## src/aurora_frame_cfg.svh

```systemverilog
`ifndef AURORA_FRAME_CFG_SVH
`define AURORA_FRAME_CFG_SVH

// Width of one stream beat and of one register word
`define AF_DATA_W 32

// Frame counters are read back as two register words
`define AF_CNTR_W 64

// Byte address into the register block, word index in bits 5..2
`define AF_ADDR_W 6

`endif

```

## src/aurora_frame_pkg.sv

```systemverilog
`include "aurora_frame_cfg.svh"

package aurora_frame_pkg;

   typedef logic [`AF_DATA_W-1:0] word_t;   // Stream beat or bus word
   typedef logic [`AF_CNTR_W-1:0] cntr_t;   // Frame counter

   // Transmit framer, data beats or the trailing sequence word
   typedef enum logic {
      TX_DATA = 1'b0,
      TX_SEQ  = 1'b1
   } tx_state_t;

   // Receive deframer holding register
   typedef enum logic {
      RX_EMPTY = 1'b0,
      RX_HELD  = 1'b1
   } rx_state_t;

   // Register word index
   typedef enum logic [3:0] {
      REG_STAT       = 4'd0,   // Sequence error count
      REG_CTRL       = 4'd1,
      REG_CNTR_IN_L  = 4'd2,
      REG_CNTR_IN_H  = 4'd3,
      REG_CNTR_OUT_H = 4'd6,
      REG_CNTR_OUT_L = 4'd7
   } reg_addr_t;

endpackage

```

## src/seq_append.sv

```systemverilog
`timescale 1ns/1ps

module seq_append
   import aurora_frame_pkg::*;
(
   input  logic  usr_clk,
   input  logic  S_AXI_ARESETN,

   // User transmit stream
   input  logic  s_tx_valid,
   input  word_t s_tx_data,
   input  logic  s_tx_last,
   output logic  s_tx_ready,

   // Link transmit stream
   output logic  link_tx_valid,
   output word_t link_tx_data,
   output logic  link_tx_last,
   input  logic  link_tx_ready,

   input  logic  cntr_clr,
   output cntr_t cntr_out
);

   tx_state_t state;
   word_t     seq_num;   // Sequence word of the frame in flight
   logic      data_xfer;
   logic      seq_xfer;

   // Data beats pass straight through, the sequence word is inserted after them
   always_comb begin
      if (state == TX_SEQ) begin
         link_tx_valid = 1'b1;
         link_tx_data  = seq_num;
         link_tx_last  = 1'b1;
         s_tx_ready    = 1'b0;   // User stalled during the inserted word
      end else begin
         link_tx_valid = s_tx_valid;
         link_tx_data  = s_tx_data;
         link_tx_last  = 1'b0;   // Last moves onto the sequence word
         s_tx_ready    = link_tx_ready;
      end
   end

   assign data_xfer = (state == TX_DATA) && s_tx_valid && link_tx_ready;
   assign seq_xfer  = (state == TX_SEQ) && link_tx_ready;

   always_ff @(posedge usr_clk) begin
      if (!S_AXI_ARESETN) begin
         state   <= TX_DATA;
         seq_num <= '0;
      end else begin
         case (state)
            TX_DATA: begin
               if (data_xfer && s_tx_last) begin
                  state <= TX_SEQ;
               end
            end
            TX_SEQ: begin
               if (seq_xfer) begin
                  state   <= TX_DATA;
                  seq_num <= seq_num + 1'b1;   // Next frame number
               end
            end
            default: state <= TX_DATA;
         endcase
      end
   end

   // Frames sent, counted when the sequence word leaves
   always_ff @(posedge usr_clk) begin
      if (!S_AXI_ARESETN) begin
         cntr_out <= '0;
      end else if (cntr_clr) begin
         cntr_out <= '0;
      end else if (seq_xfer) begin
         cntr_out <= cntr_out + 1'b1;
      end
   end

   // Offered link beat must not change until the link takes it
   a_link_hold: assert property (
      @(posedge usr_clk) disable iff (!S_AXI_ARESETN)
      (link_tx_valid && !link_tx_ready) |=> (link_tx_valid && $stable(link_tx_data))
   );

endmodule

```

## src/seq_strip.sv

```systemverilog
`timescale 1ns/1ps

module seq_strip
   import aurora_frame_pkg::*;
(
   input  logic  usr_clk,
   input  logic  S_AXI_ARESETN,

   // Link receive stream, no back-pressure
   input  logic  link_rx_valid,
   input  word_t link_rx_data,
   input  logic  link_rx_last,

   // User receive stream
   output logic  m_rx_valid,
   output word_t m_rx_data,
   output logic  m_rx_last,

   input  logic  strip_en,
   input  logic  cntr_clr,
   output cntr_t cntr_in,
   output word_t seq_err_cnt
);

   rx_state_t state;
   word_t     hold_data;   // Beat waiting to see if it is the last data beat
   word_t     seq_expect;
   logic      seq_beat;

   // Trailing word of every frame carries the sequence number
   assign seq_beat = link_rx_valid && link_rx_last;

   // Output strobes, one cycle after the arriving beat
   always_ff @(posedge usr_clk) begin
      if (!S_AXI_ARESETN) begin
         state      <= RX_EMPTY;
         m_rx_valid <= 1'b0;
         m_rx_last  <= 1'b0;
      end else begin
         m_rx_valid <= 1'b0;
         m_rx_last  <= 1'b0;
         if (link_rx_valid) begin
            if (!strip_en) begin
               m_rx_valid <= 1'b1;   // Pass-through
               m_rx_last  <= link_rx_last;
            end else if (link_rx_last) begin
               // Sequence word dropped, held beat closes the frame
               m_rx_valid <= (state == RX_HELD);
               m_rx_last  <= (state == RX_HELD);
               state      <= RX_EMPTY;
            end else begin
               m_rx_valid <= (state == RX_HELD);
               state      <= RX_HELD;
            end
         end
      end
   end

   always_ff @(posedge usr_clk) begin
      if (link_rx_valid) begin
         if (!strip_en) begin
            m_rx_data <= link_rx_data;
         end else begin
            m_rx_data <= hold_data;
            if (!link_rx_last) begin
               hold_data <= link_rx_data;
            end
         end
      end
   end

   // Continuity check and frame count
   always_ff @(posedge usr_clk) begin
      if (!S_AXI_ARESETN) begin
         cntr_in     <= '0;
         seq_err_cnt <= '0;
         seq_expect  <= '0;
      end else if (cntr_clr) begin
         cntr_in     <= '0;
         seq_err_cnt <= '0;
         seq_expect  <= '0;
      end else if (seq_beat) begin
         cntr_in    <= cntr_in + 1'b1;
         seq_expect <= link_rx_data + 1'b1;   // Resync on the received number
         if (link_rx_data != seq_expect) begin
            seq_err_cnt <= seq_err_cnt + 1'b1;
         end
      end
   end

   a_last_needs_valid: assert property (
      @(posedge usr_clk) disable iff (!S_AXI_ARESETN)
      m_rx_last |-> m_rx_valid
   );

endmodule

```

## src/axil_regs.sv

```systemverilog
`timescale 1ns/1ps

`include "aurora_frame_cfg.svh"

module axil_regs
   import aurora_frame_pkg::*;
(
   input  logic                  usr_clk,
   input  logic                  S_AXI_ARESETN,

   // Write address, data and response
   input  logic [`AF_ADDR_W-1:0] S_AXI_AWADDR,
   input  logic                  S_AXI_AWVALID,
   output logic                  S_AXI_AWREADY,
   input  word_t                 S_AXI_WDATA,
   input  logic                  S_AXI_WVALID,
   output logic                  S_AXI_WREADY,
   output logic                  S_AXI_BVALID,
   input  logic                  S_AXI_BREADY,

   // Read address and data
   input  logic [`AF_ADDR_W-1:0] S_AXI_ARADDR,
   input  logic                  S_AXI_ARVALID,
   output logic                  S_AXI_ARREADY,
   output word_t                 S_AXI_RDATA,
   output logic                  S_AXI_RVALID,
   input  logic                  S_AXI_RREADY,

   // Status from the stream modules
   input  cntr_t                 cntr_in,
   input  cntr_t                 cntr_out,
   input  word_t                 seq_err_cnt,

   output logic                  strip_en,
   output logic                  cntr_clr
);

   logic [`AF_ADDR_W-1:0] wr_addr;
   reg_addr_t             wr_idx;
   reg_addr_t             rd_idx;
   logic                  wr_accept;
   logic                  wr_en;
   logic                  rd_accept;
   word_t                 rd_mux;

   // One write at a time, a new one waits for the response to go
   assign wr_accept = S_AXI_AWVALID && S_AXI_WVALID && !S_AXI_AWREADY && !S_AXI_BVALID;
   assign wr_en     = S_AXI_AWVALID && S_AXI_WVALID && S_AXI_AWREADY && S_AXI_WREADY;
   assign wr_idx    = reg_addr_t'(wr_addr[`AF_ADDR_W-1:2]);

   always_ff @(posedge usr_clk) begin
      if (!S_AXI_ARESETN) begin
         S_AXI_AWREADY <= 1'b0;
         S_AXI_WREADY  <= 1'b0;
      end else begin
         S_AXI_AWREADY <= wr_accept;   // Single-cycle pulses
         S_AXI_WREADY  <= wr_accept;
      end
   end

   always_ff @(posedge usr_clk) begin
      if (wr_accept) begin
         wr_addr <= S_AXI_AWADDR;
      end
   end

   always_ff @(posedge usr_clk) begin
      if (!S_AXI_ARESETN) begin
         S_AXI_BVALID <= 1'b0;
      end else if (wr_en) begin
         S_AXI_BVALID <= 1'b1;
      end else if (S_AXI_BVALID && S_AXI_BREADY) begin
         S_AXI_BVALID <= 1'b0;
      end
   end

   // Control register
   always_ff @(posedge usr_clk) begin
      if (!S_AXI_ARESETN) begin
         strip_en <= 1'b1;
         cntr_clr <= 1'b0;
      end else begin
         cntr_clr <= 1'b0;
         if (wr_en && wr_idx == REG_CTRL) begin
            strip_en <= S_AXI_WDATA[0];
            cntr_clr <= S_AXI_WDATA[1];   // Self-clearing
         end
      end
   end

   // Read side, data captured together with the address
   assign rd_accept = S_AXI_ARVALID && !S_AXI_ARREADY && !S_AXI_RVALID;
   assign rd_idx    = reg_addr_t'(S_AXI_ARADDR[`AF_ADDR_W-1:2]);

   always_comb begin
      case (rd_idx)
         REG_STAT:       rd_mux = seq_err_cnt;
         REG_CTRL:       rd_mux = {{(`AF_DATA_W-1){1'b0}}, strip_en};
         REG_CNTR_IN_L:  rd_mux = cntr_in[`AF_DATA_W-1:0];
         REG_CNTR_IN_H:  rd_mux = cntr_in[`AF_CNTR_W-1:`AF_DATA_W];
         REG_CNTR_OUT_H: rd_mux = cntr_out[`AF_CNTR_W-1:`AF_DATA_W];
         REG_CNTR_OUT_L: rd_mux = cntr_out[`AF_DATA_W-1:0];
         default:        rd_mux = '0;   // Unmapped
      endcase
   end

   always_ff @(posedge usr_clk) begin
      if (!S_AXI_ARESETN) begin
         S_AXI_ARREADY <= 1'b0;
         S_AXI_RVALID  <= 1'b0;
      end else begin
         S_AXI_ARREADY <= rd_accept;
         if (rd_accept) begin
            S_AXI_RVALID <= 1'b1;
         end else if (S_AXI_RVALID && S_AXI_RREADY) begin
            S_AXI_RVALID <= 1'b0;
         end
      end
   end

   always_ff @(posedge usr_clk) begin
      if (rd_accept) begin
         S_AXI_RDATA <= rd_mux;
      end
   end

   // Response waits for the master
   a_bvalid_hold: assert property (
      @(posedge usr_clk) disable iff (!S_AXI_ARESETN)
      (S_AXI_BVALID && !S_AXI_BREADY) |=> S_AXI_BVALID
   );

endmodule

```

## src/aurora_frame.sv

```systemverilog
`timescale 1ns/1ps

`include "aurora_frame_cfg.svh"

module aurora_frame
   import aurora_frame_pkg::*;
(
   input  logic                  usr_clk,
   input  logic                  S_AXI_ARESETN,

   input  logic                  s_tx_valid,   // User transmit
   input  word_t                 s_tx_data,
   input  logic                  s_tx_last,
   output logic                  s_tx_ready,

   output logic                  link_tx_valid,   // Towards the link
   output word_t                 link_tx_data,
   output logic                  link_tx_last,
   input  logic                  link_tx_ready,

   input  logic                  link_rx_valid,   // From the link
   input  word_t                 link_rx_data,
   input  logic                  link_rx_last,

   output logic                  m_rx_valid,   // User receive
   output word_t                 m_rx_data,
   output logic                  m_rx_last,

   input  logic [`AF_ADDR_W-1:0] S_AXI_AWADDR,
   input  logic                  S_AXI_AWVALID,
   output logic                  S_AXI_AWREADY,
   input  word_t                 S_AXI_WDATA,
   input  logic                  S_AXI_WVALID,
   output logic                  S_AXI_WREADY,
   output logic                  S_AXI_BVALID,
   input  logic                  S_AXI_BREADY,
   input  logic [`AF_ADDR_W-1:0] S_AXI_ARADDR,
   input  logic                  S_AXI_ARVALID,
   output logic                  S_AXI_ARREADY,
   output word_t                 S_AXI_RDATA,
   output logic                  S_AXI_RVALID,
   input  logic                  S_AXI_RREADY
);

   cntr_t cntr_out;
   cntr_t cntr_in;
   word_t seq_err_cnt;
   logic  strip_en;
   logic  cntr_clr;

   seq_append u_seq_append (
      .usr_clk       (usr_clk),
      .S_AXI_ARESETN (S_AXI_ARESETN),
      .s_tx_valid    (s_tx_valid),
      .s_tx_data     (s_tx_data),
      .s_tx_last     (s_tx_last),
      .s_tx_ready    (s_tx_ready),
      .link_tx_valid (link_tx_valid),
      .link_tx_data  (link_tx_data),
      .link_tx_last  (link_tx_last),
      .link_tx_ready (link_tx_ready),
      .cntr_clr      (cntr_clr),
      .cntr_out      (cntr_out)
   );

   seq_strip u_seq_strip (
      .usr_clk       (usr_clk),
      .S_AXI_ARESETN (S_AXI_ARESETN),
      .link_rx_valid (link_rx_valid),
      .link_rx_data  (link_rx_data),
      .link_rx_last  (link_rx_last),
      .m_rx_valid    (m_rx_valid),
      .m_rx_data     (m_rx_data),
      .m_rx_last     (m_rx_last),
      .strip_en      (strip_en),
      .cntr_clr      (cntr_clr),
      .cntr_in       (cntr_in),
      .seq_err_cnt   (seq_err_cnt)
   );

   axil_regs u_axil_regs (
      .usr_clk       (usr_clk),
      .S_AXI_ARESETN (S_AXI_ARESETN),
      .S_AXI_AWADDR  (S_AXI_AWADDR),
      .S_AXI_AWVALID (S_AXI_AWVALID),
      .S_AXI_AWREADY (S_AXI_AWREADY),
      .S_AXI_WDATA   (S_AXI_WDATA),
      .S_AXI_WVALID  (S_AXI_WVALID),
      .S_AXI_WREADY  (S_AXI_WREADY),
      .S_AXI_BVALID  (S_AXI_BVALID),
      .S_AXI_BREADY  (S_AXI_BREADY),
      .S_AXI_ARADDR  (S_AXI_ARADDR),
      .S_AXI_ARVALID (S_AXI_ARVALID),
      .S_AXI_ARREADY (S_AXI_ARREADY),
      .S_AXI_RDATA   (S_AXI_RDATA),
      .S_AXI_RVALID  (S_AXI_RVALID),
      .S_AXI_RREADY  (S_AXI_RREADY),
      .cntr_in       (cntr_in),
      .cntr_out      (cntr_out),
      .seq_err_cnt   (seq_err_cnt),
      .strip_en      (strip_en),
      .cntr_clr      (cntr_clr)
   );

endmodule

```

## config.mk

```make
export PLATFORM = sky130hd
export DESIGN_NAME = aurora_frame
export DESIGN_NICKNAME = d
export VERILOG_FILES = /design/src/aurora_frame_pkg.sv /design/src/seq_append.sv /design/src/seq_strip.sv /design/src/axil_regs.sv /design/src/aurora_frame.sv
export VERILOG_INCLUDE_DIRS = /design/src
export SDC_FILE = /design/constraint.sdc
export NUM_CORES = 1
export LEC_CHECK = 0
export BUFFER_PORTS_ARGS = -buffer_cell sky130_fd_sc_hd__buf_2
export CAP_MARGIN = 30
export CORE_MARGIN = 8
export CORE_UTILIZATION = 50
export CTS_CLUSTER_SIZE = 12
export DETAILED_ROUTE_END_ITERATION = 10
export PLACE_DENSITY = 0.68
export SLEW_MARGIN = 30
export SYNTH_ARGS = -nofsm -noshare
export SYNTH_HDL_FRONTEND = slang
export SYNTH_SLANG_ARGS = --single-unit
```

## constraint.sdc

```tcl
create_clock -name usr_clk -period 8.6 [get_ports usr_clk]
set_input_delay 2.15 -clock usr_clk [delete_from_list [all_inputs] [get_ports usr_clk]]
set_output_delay 2.15 -clock usr_clk [all_outputs]
set_load 0.005 [all_outputs]
```

[After elaboration in Yosys (flattened, before gate mapping)]
Cells that the tools add are included.
Storage, ports and cells
  logic and storage cells: 80
  bits in registers: 336
  output and inout bits: 106
  input bits: 120
Cells by class
  equality and inequality tests: 7
  bitwise gates (word level): 3
  reductions and logical operators: 29
  add/subtract/negate cells: 5
  mux-type cells: 17
Operators with widths (count)
  $pmux W32 S6: 1
  $add A64 B1 Y64 const B: 2
  $add A32 B1 Y32 const B: 3
  $mux W32: 2
  $ne A32 B32 Y1: 1
  $logic_and A1 B1 Y1: 15
  $mux W1: 13
  $reduce_and A2 Y1: 5
  $eq A4 B1 Y1 const B: 2
  $eq A4 B2 Y1 const B: 2
  $eq A4 B3 Y1 const B: 2
  $logic_not A1 Y1: 4
  $logic_not A4 Y1: 1
  $reduce_bool A2 Y1: 2
  $not A1 Y1: 3
  $reduce_and A3 Y1: 1
  $pmux W1 S2: 1
  $reduce_or A2 Y1: 1

[Longest topological paths before layout]
  depth in word-level cells: 6
  depth in mapped cells: 9
  gate-level depth less buffers: 7

[Modules after synthesis]
A second synthesis with hierarchy kept.
Second synthesis, totals
  cells, all modules: 1723
  area, all modules: 16732.3 um^2
Modules (own cells, without submodules)
  seq_strip: cells each 938, times used 1, area each 9228.9 um^2, seq. area each 4544.4 um^2
  seq_append: cells each 578, times used 1, area each 4926.0 um^2, seq. area each 1941.9 um^2
  axil_regs: cells each 207, times used 1, area each 2577.5 um^2, seq. area each 1201.2 um^2

[Worst setup path before layout]
OpenSTA, ideal clock, no wires.
  kind: input -> register
  start: input S_AXI_ARVALID
  end: register u_axil_regs.S_AXI_RDATA[0], enable pin
  arrival time: 4.604 ns
  path slack: 3.524 ns
  stages: 1
  library setup time: 0.472 ns
  data required time: 8.128 ns
  buffers on the path: 0
  path through: nor3b_1
Between the ends
  word-level cells in the longest chain between the ends: 2
RTL lines
  start: declaration: RTL line aurora_frame.sv:38  | input logic S_AXI_ARVALID,
  $logic_and A1 B1 Y1 (2 in series): RTL line axil_regs.sv:92  | assign rd_accept = S_AXI_ARVALID && !S_AXI_ARREADY && !S_AXI_RVALID;
  end signal: assignment: RTL line axil_regs.sv:123  | S_AXI_RDATA <= rd_mux;
  end: declaration: RTL line axil_regs.sv:25  | output word_t S_AXI_RDATA,
Every way passes these cells.
A chain may end at the register's enable or synchronous reset.

[Worst setup path after layout]
  start: input s_tx_valid
  end: output link_tx_valid
Between the ends
  word-level cells in the longest chain between the ends: 1
RTL lines
  start: declaration: RTL line aurora_frame.sv:11  | input logic s_tx_valid,
  $mux W1: RTL line seq_append.sv:32  | if (state == TX_SEQ) begin
  end: declaration: RTL line aurora_frame.sv:16  | output logic link_tx_valid,
Every way passes these cells.

==> results_dict.tcl <==
set metrics [dict create \
    postCtsSetupBuffers 0 \
    worst_slack_ps 3804 \
    ys_warn_count 0 \
    grt_usage_pct 21.93 \
    yosysMostFrequentCell "dfxtp_1" \
    place_ws_ps 3803 \
    cts_inserted_buffers 37 \
    async_reset_ff_share_pct 0 \
    wire_per_inst_um 18.52 \
    drive_gt1_share_pct 19.64 \
    cp_common_cell "buf_2" \
    clkSlewWorstSetupHoldPaths_ps 60 \
    ys_ff_latch 334 \
    drc 0 \
    status "finished, final reports clean" \
    rows 64 \
    drtIter0Drc 1088 \
    finalClockSkew_ps 12.26 \
    setup_viol 0 \
    ctsHoldBuffers 0 \
    ant_nets 0 \
    cellPowerDensity_nw_per_um2 186.9 \
    worstPathRequired_ps 6450 \
    worstSetupPathType "input pin to output pin" \
    cts-resized-gates 0 \
    die_width_um 193.0 \
    synth_common_cells "dfxtp_1 (234), nor2_1 (203), xnor2_1 (160)" \
    area_growth_pct 16.14 \
    num-fill-cells 2679 \
    core_um2 30750 \
    timing.fmax_ghz 0.2085 \
    cp.arrival_ps 2650 \
    synth_edf_count 100 \
    gp_congestion 0.8564 \
    worstPathCellList "buf_2 -> or2_2 -> buf_2" \
    relSlewSlack_pct 46.80 \
    nets 1930 \
    grt_pass1_wl_um 66350 \
    synth.yosys.seq_area_share_pct 49.10 \
    grt_overflow 0 \
    drtPass1Iterations 10 \
    grt_pass1_vias 12700 \
    dpl.hpwl_um 28920 \
    clk_latency_ps 520 \
    routed_via_density 5.785 \
    synth_top_flop_cell "dfxtp_1" \
    antenna_cells 0 \
    synth.avg_cell_area_um2 9.529 \
    r2r_slack_ps 5470 \
    io_pins 226 \
    place_inst 2162 \
    synth.area.top_cells "dfxtp_1 (30%), edfxtp_1 (19%), xnor2_1 (9.0%)" \
    wl_um 41280 \
    critPathTopFamily "simple AND/OR/NAND/NOR gates" \
    yosysTopAreaCell "dfxtp_1" \
    path_buf_inv 2 \
    yosys.area.top_type_share_pct 29.92 \
    syn_inst 1643 \
    finalCriticalPeriod_ps 4796 \
    cts.sinks 334 \
    maxCapViolations 0 \
    final_cell_count_no_fill 2229 \
    tns_ps 0 \
    cts_root_buf "clkbuf_16" \
    grt_antenna_before_repair 3 \
    place_area_um2 17000 \
    finalHoldViolCount 0 \
    netlist_area_um2 15660 \
    die_h_um 193.0 \
    cts_tree "yes" \
    fin_util_pct 59.13 \
    dieArea_um2 37230 \
    ys_types 56 \
    hold_path.class "flop to flop" \
    initial_core_util_pct 50.92 \
    multi_input_area_um2 7552 \
    peakVddDrop_mv 0.1652 \
    whs_ps 478.7 \
    power_mw 3.398 \
    worstPathMaxFanout 2 \
    rsz0062_at_grt "false" \
    slew_viol_final 0 \
    finalInstanceArea_um2 18180 \
    leakage_nw 6.267 \
    vias 12900 \
    slowest_stage "or2_2" \
    ff_latch_area_um2 7691 \
    clk_path_buf_depth 3 \
    htreeDepth 2 \
    worstMarginPinSlew_ps 798.1 \
    final.period_utilization_pct 55.77 \
    cp-end-kind "output pin" \
    port_buffers 191 \
    critPathMaxStageDelay_ps 260 \
    synthesis.nets 1768 \
    start_kind "input pin" \
    grt_max_degree 76 \
]
## state kept, by name (all words and copies together) (netlist names)
name                       flops
u_seq_strip.seq_expect        32
u_axil_regs.S_AXI_WREADY       1
u_seq_append.seq_num          32
u_axil_regs.S_AXI_ARREADY      1
u_seq_strip.hold_data         32
u_seq_strip.m_rx_data         32
u_axil_regs.S_AXI_RVALID       1
u_seq_append.state             1
u_seq_strip.seq_err_cnt       32
u_axil_regs.cntr_clr           1
u_seq_append.cntr_out         64
u_axil_regs.S_AXI_RDATA       32
u_axil_regs.strip_en           1
u_axil_regs.wr_addr            4
u_seq_strip.m_rx_last          1
u_axil_regs.S_AXI_BVALID       1
u_seq_strip.m_rx_valid         1
u_seq_strip.state              1
u_seq_strip.cntr_in           64
## cell families after synthesis
kind of cell	synth area share (%)
buffers and inverters	3.221
muxes	4.699
AOI/OAI and AO/OA	8.807
adders and majority gates	0.3996
DFF	49.10
and+or+nand+nor	21.97
xor gates and xnor gates	11.80
## report_power, final
group / internal (mW) / switching, mW / total [mW]
logic: 0.0785 / 0.114 / 0.192
clock network: 0.903 / 0.627 / 1.53
registers: 1.66 / 0.0159 / 1.68
total: 2.64 / 0.756 / 3.40
## cells in the final DEF (no fill, tap or decap), drive strengths merged, types with 13 or more instances in the layout
cell type    n
dfxtp      234
buf        213
nor2       203
xnor2      160
nand2      143
edfxtp     100
nand3       69
a21oi       61
mux2        60
nand4       58
nor4        54
clkbuf      54
xor2        51
nor3        45
inv         42
o21ai       40
a222oi      32
a22oi       31
or3         23
and3        22
and4        21
or4         15
a211oi      13
and2        13
## final timing paths
path | start | end | cells past startpoint
worst max-delay path | s_tx_valid | link_tx_valid | 3
worst min-delay path | u_seq_strip.seq_expect[1] | u_seq_strip.seq_expect[1] | 2
worst max register to register | u_seq_strip.cntr_in[17] | u_seq_strip.cntr_in[62] | 7
worst min register to register | u_seq_strip.seq_expect[1] | u_seq_strip.seq_expect[1] | 2
## worst min-delay path: cells and delay by family (launching register included)
family,cells,cell delay (ps)
AND/OR/NAND/NOR,1,60
AO/OA/AOI/OAI,1,50
flip-flops,1,320
## per-layer routing
layer / global-route usage (%) / vias up / wire length, um
met5: 0 / - / 35
met4: 7.692 / 6 / 1173
met3: 4.676 / 74 / 2824
met2: 35.91 / 400 / 19340
met1: 28.47 / 6165 / 17910
li1: - / 6250 / -
## area by class of cell
cell class              count  share of cell area, %
inverters                  41                 0.8464
clock inverters            13                 0.6537
multi-input cells        1178                  41.53
well taps                 396                  2.725
flip-flops and latches    334                  42.30
repair buffers            213                  6.207
clock buffers              54                  5.739
Power figures use the tool's default switching activity.
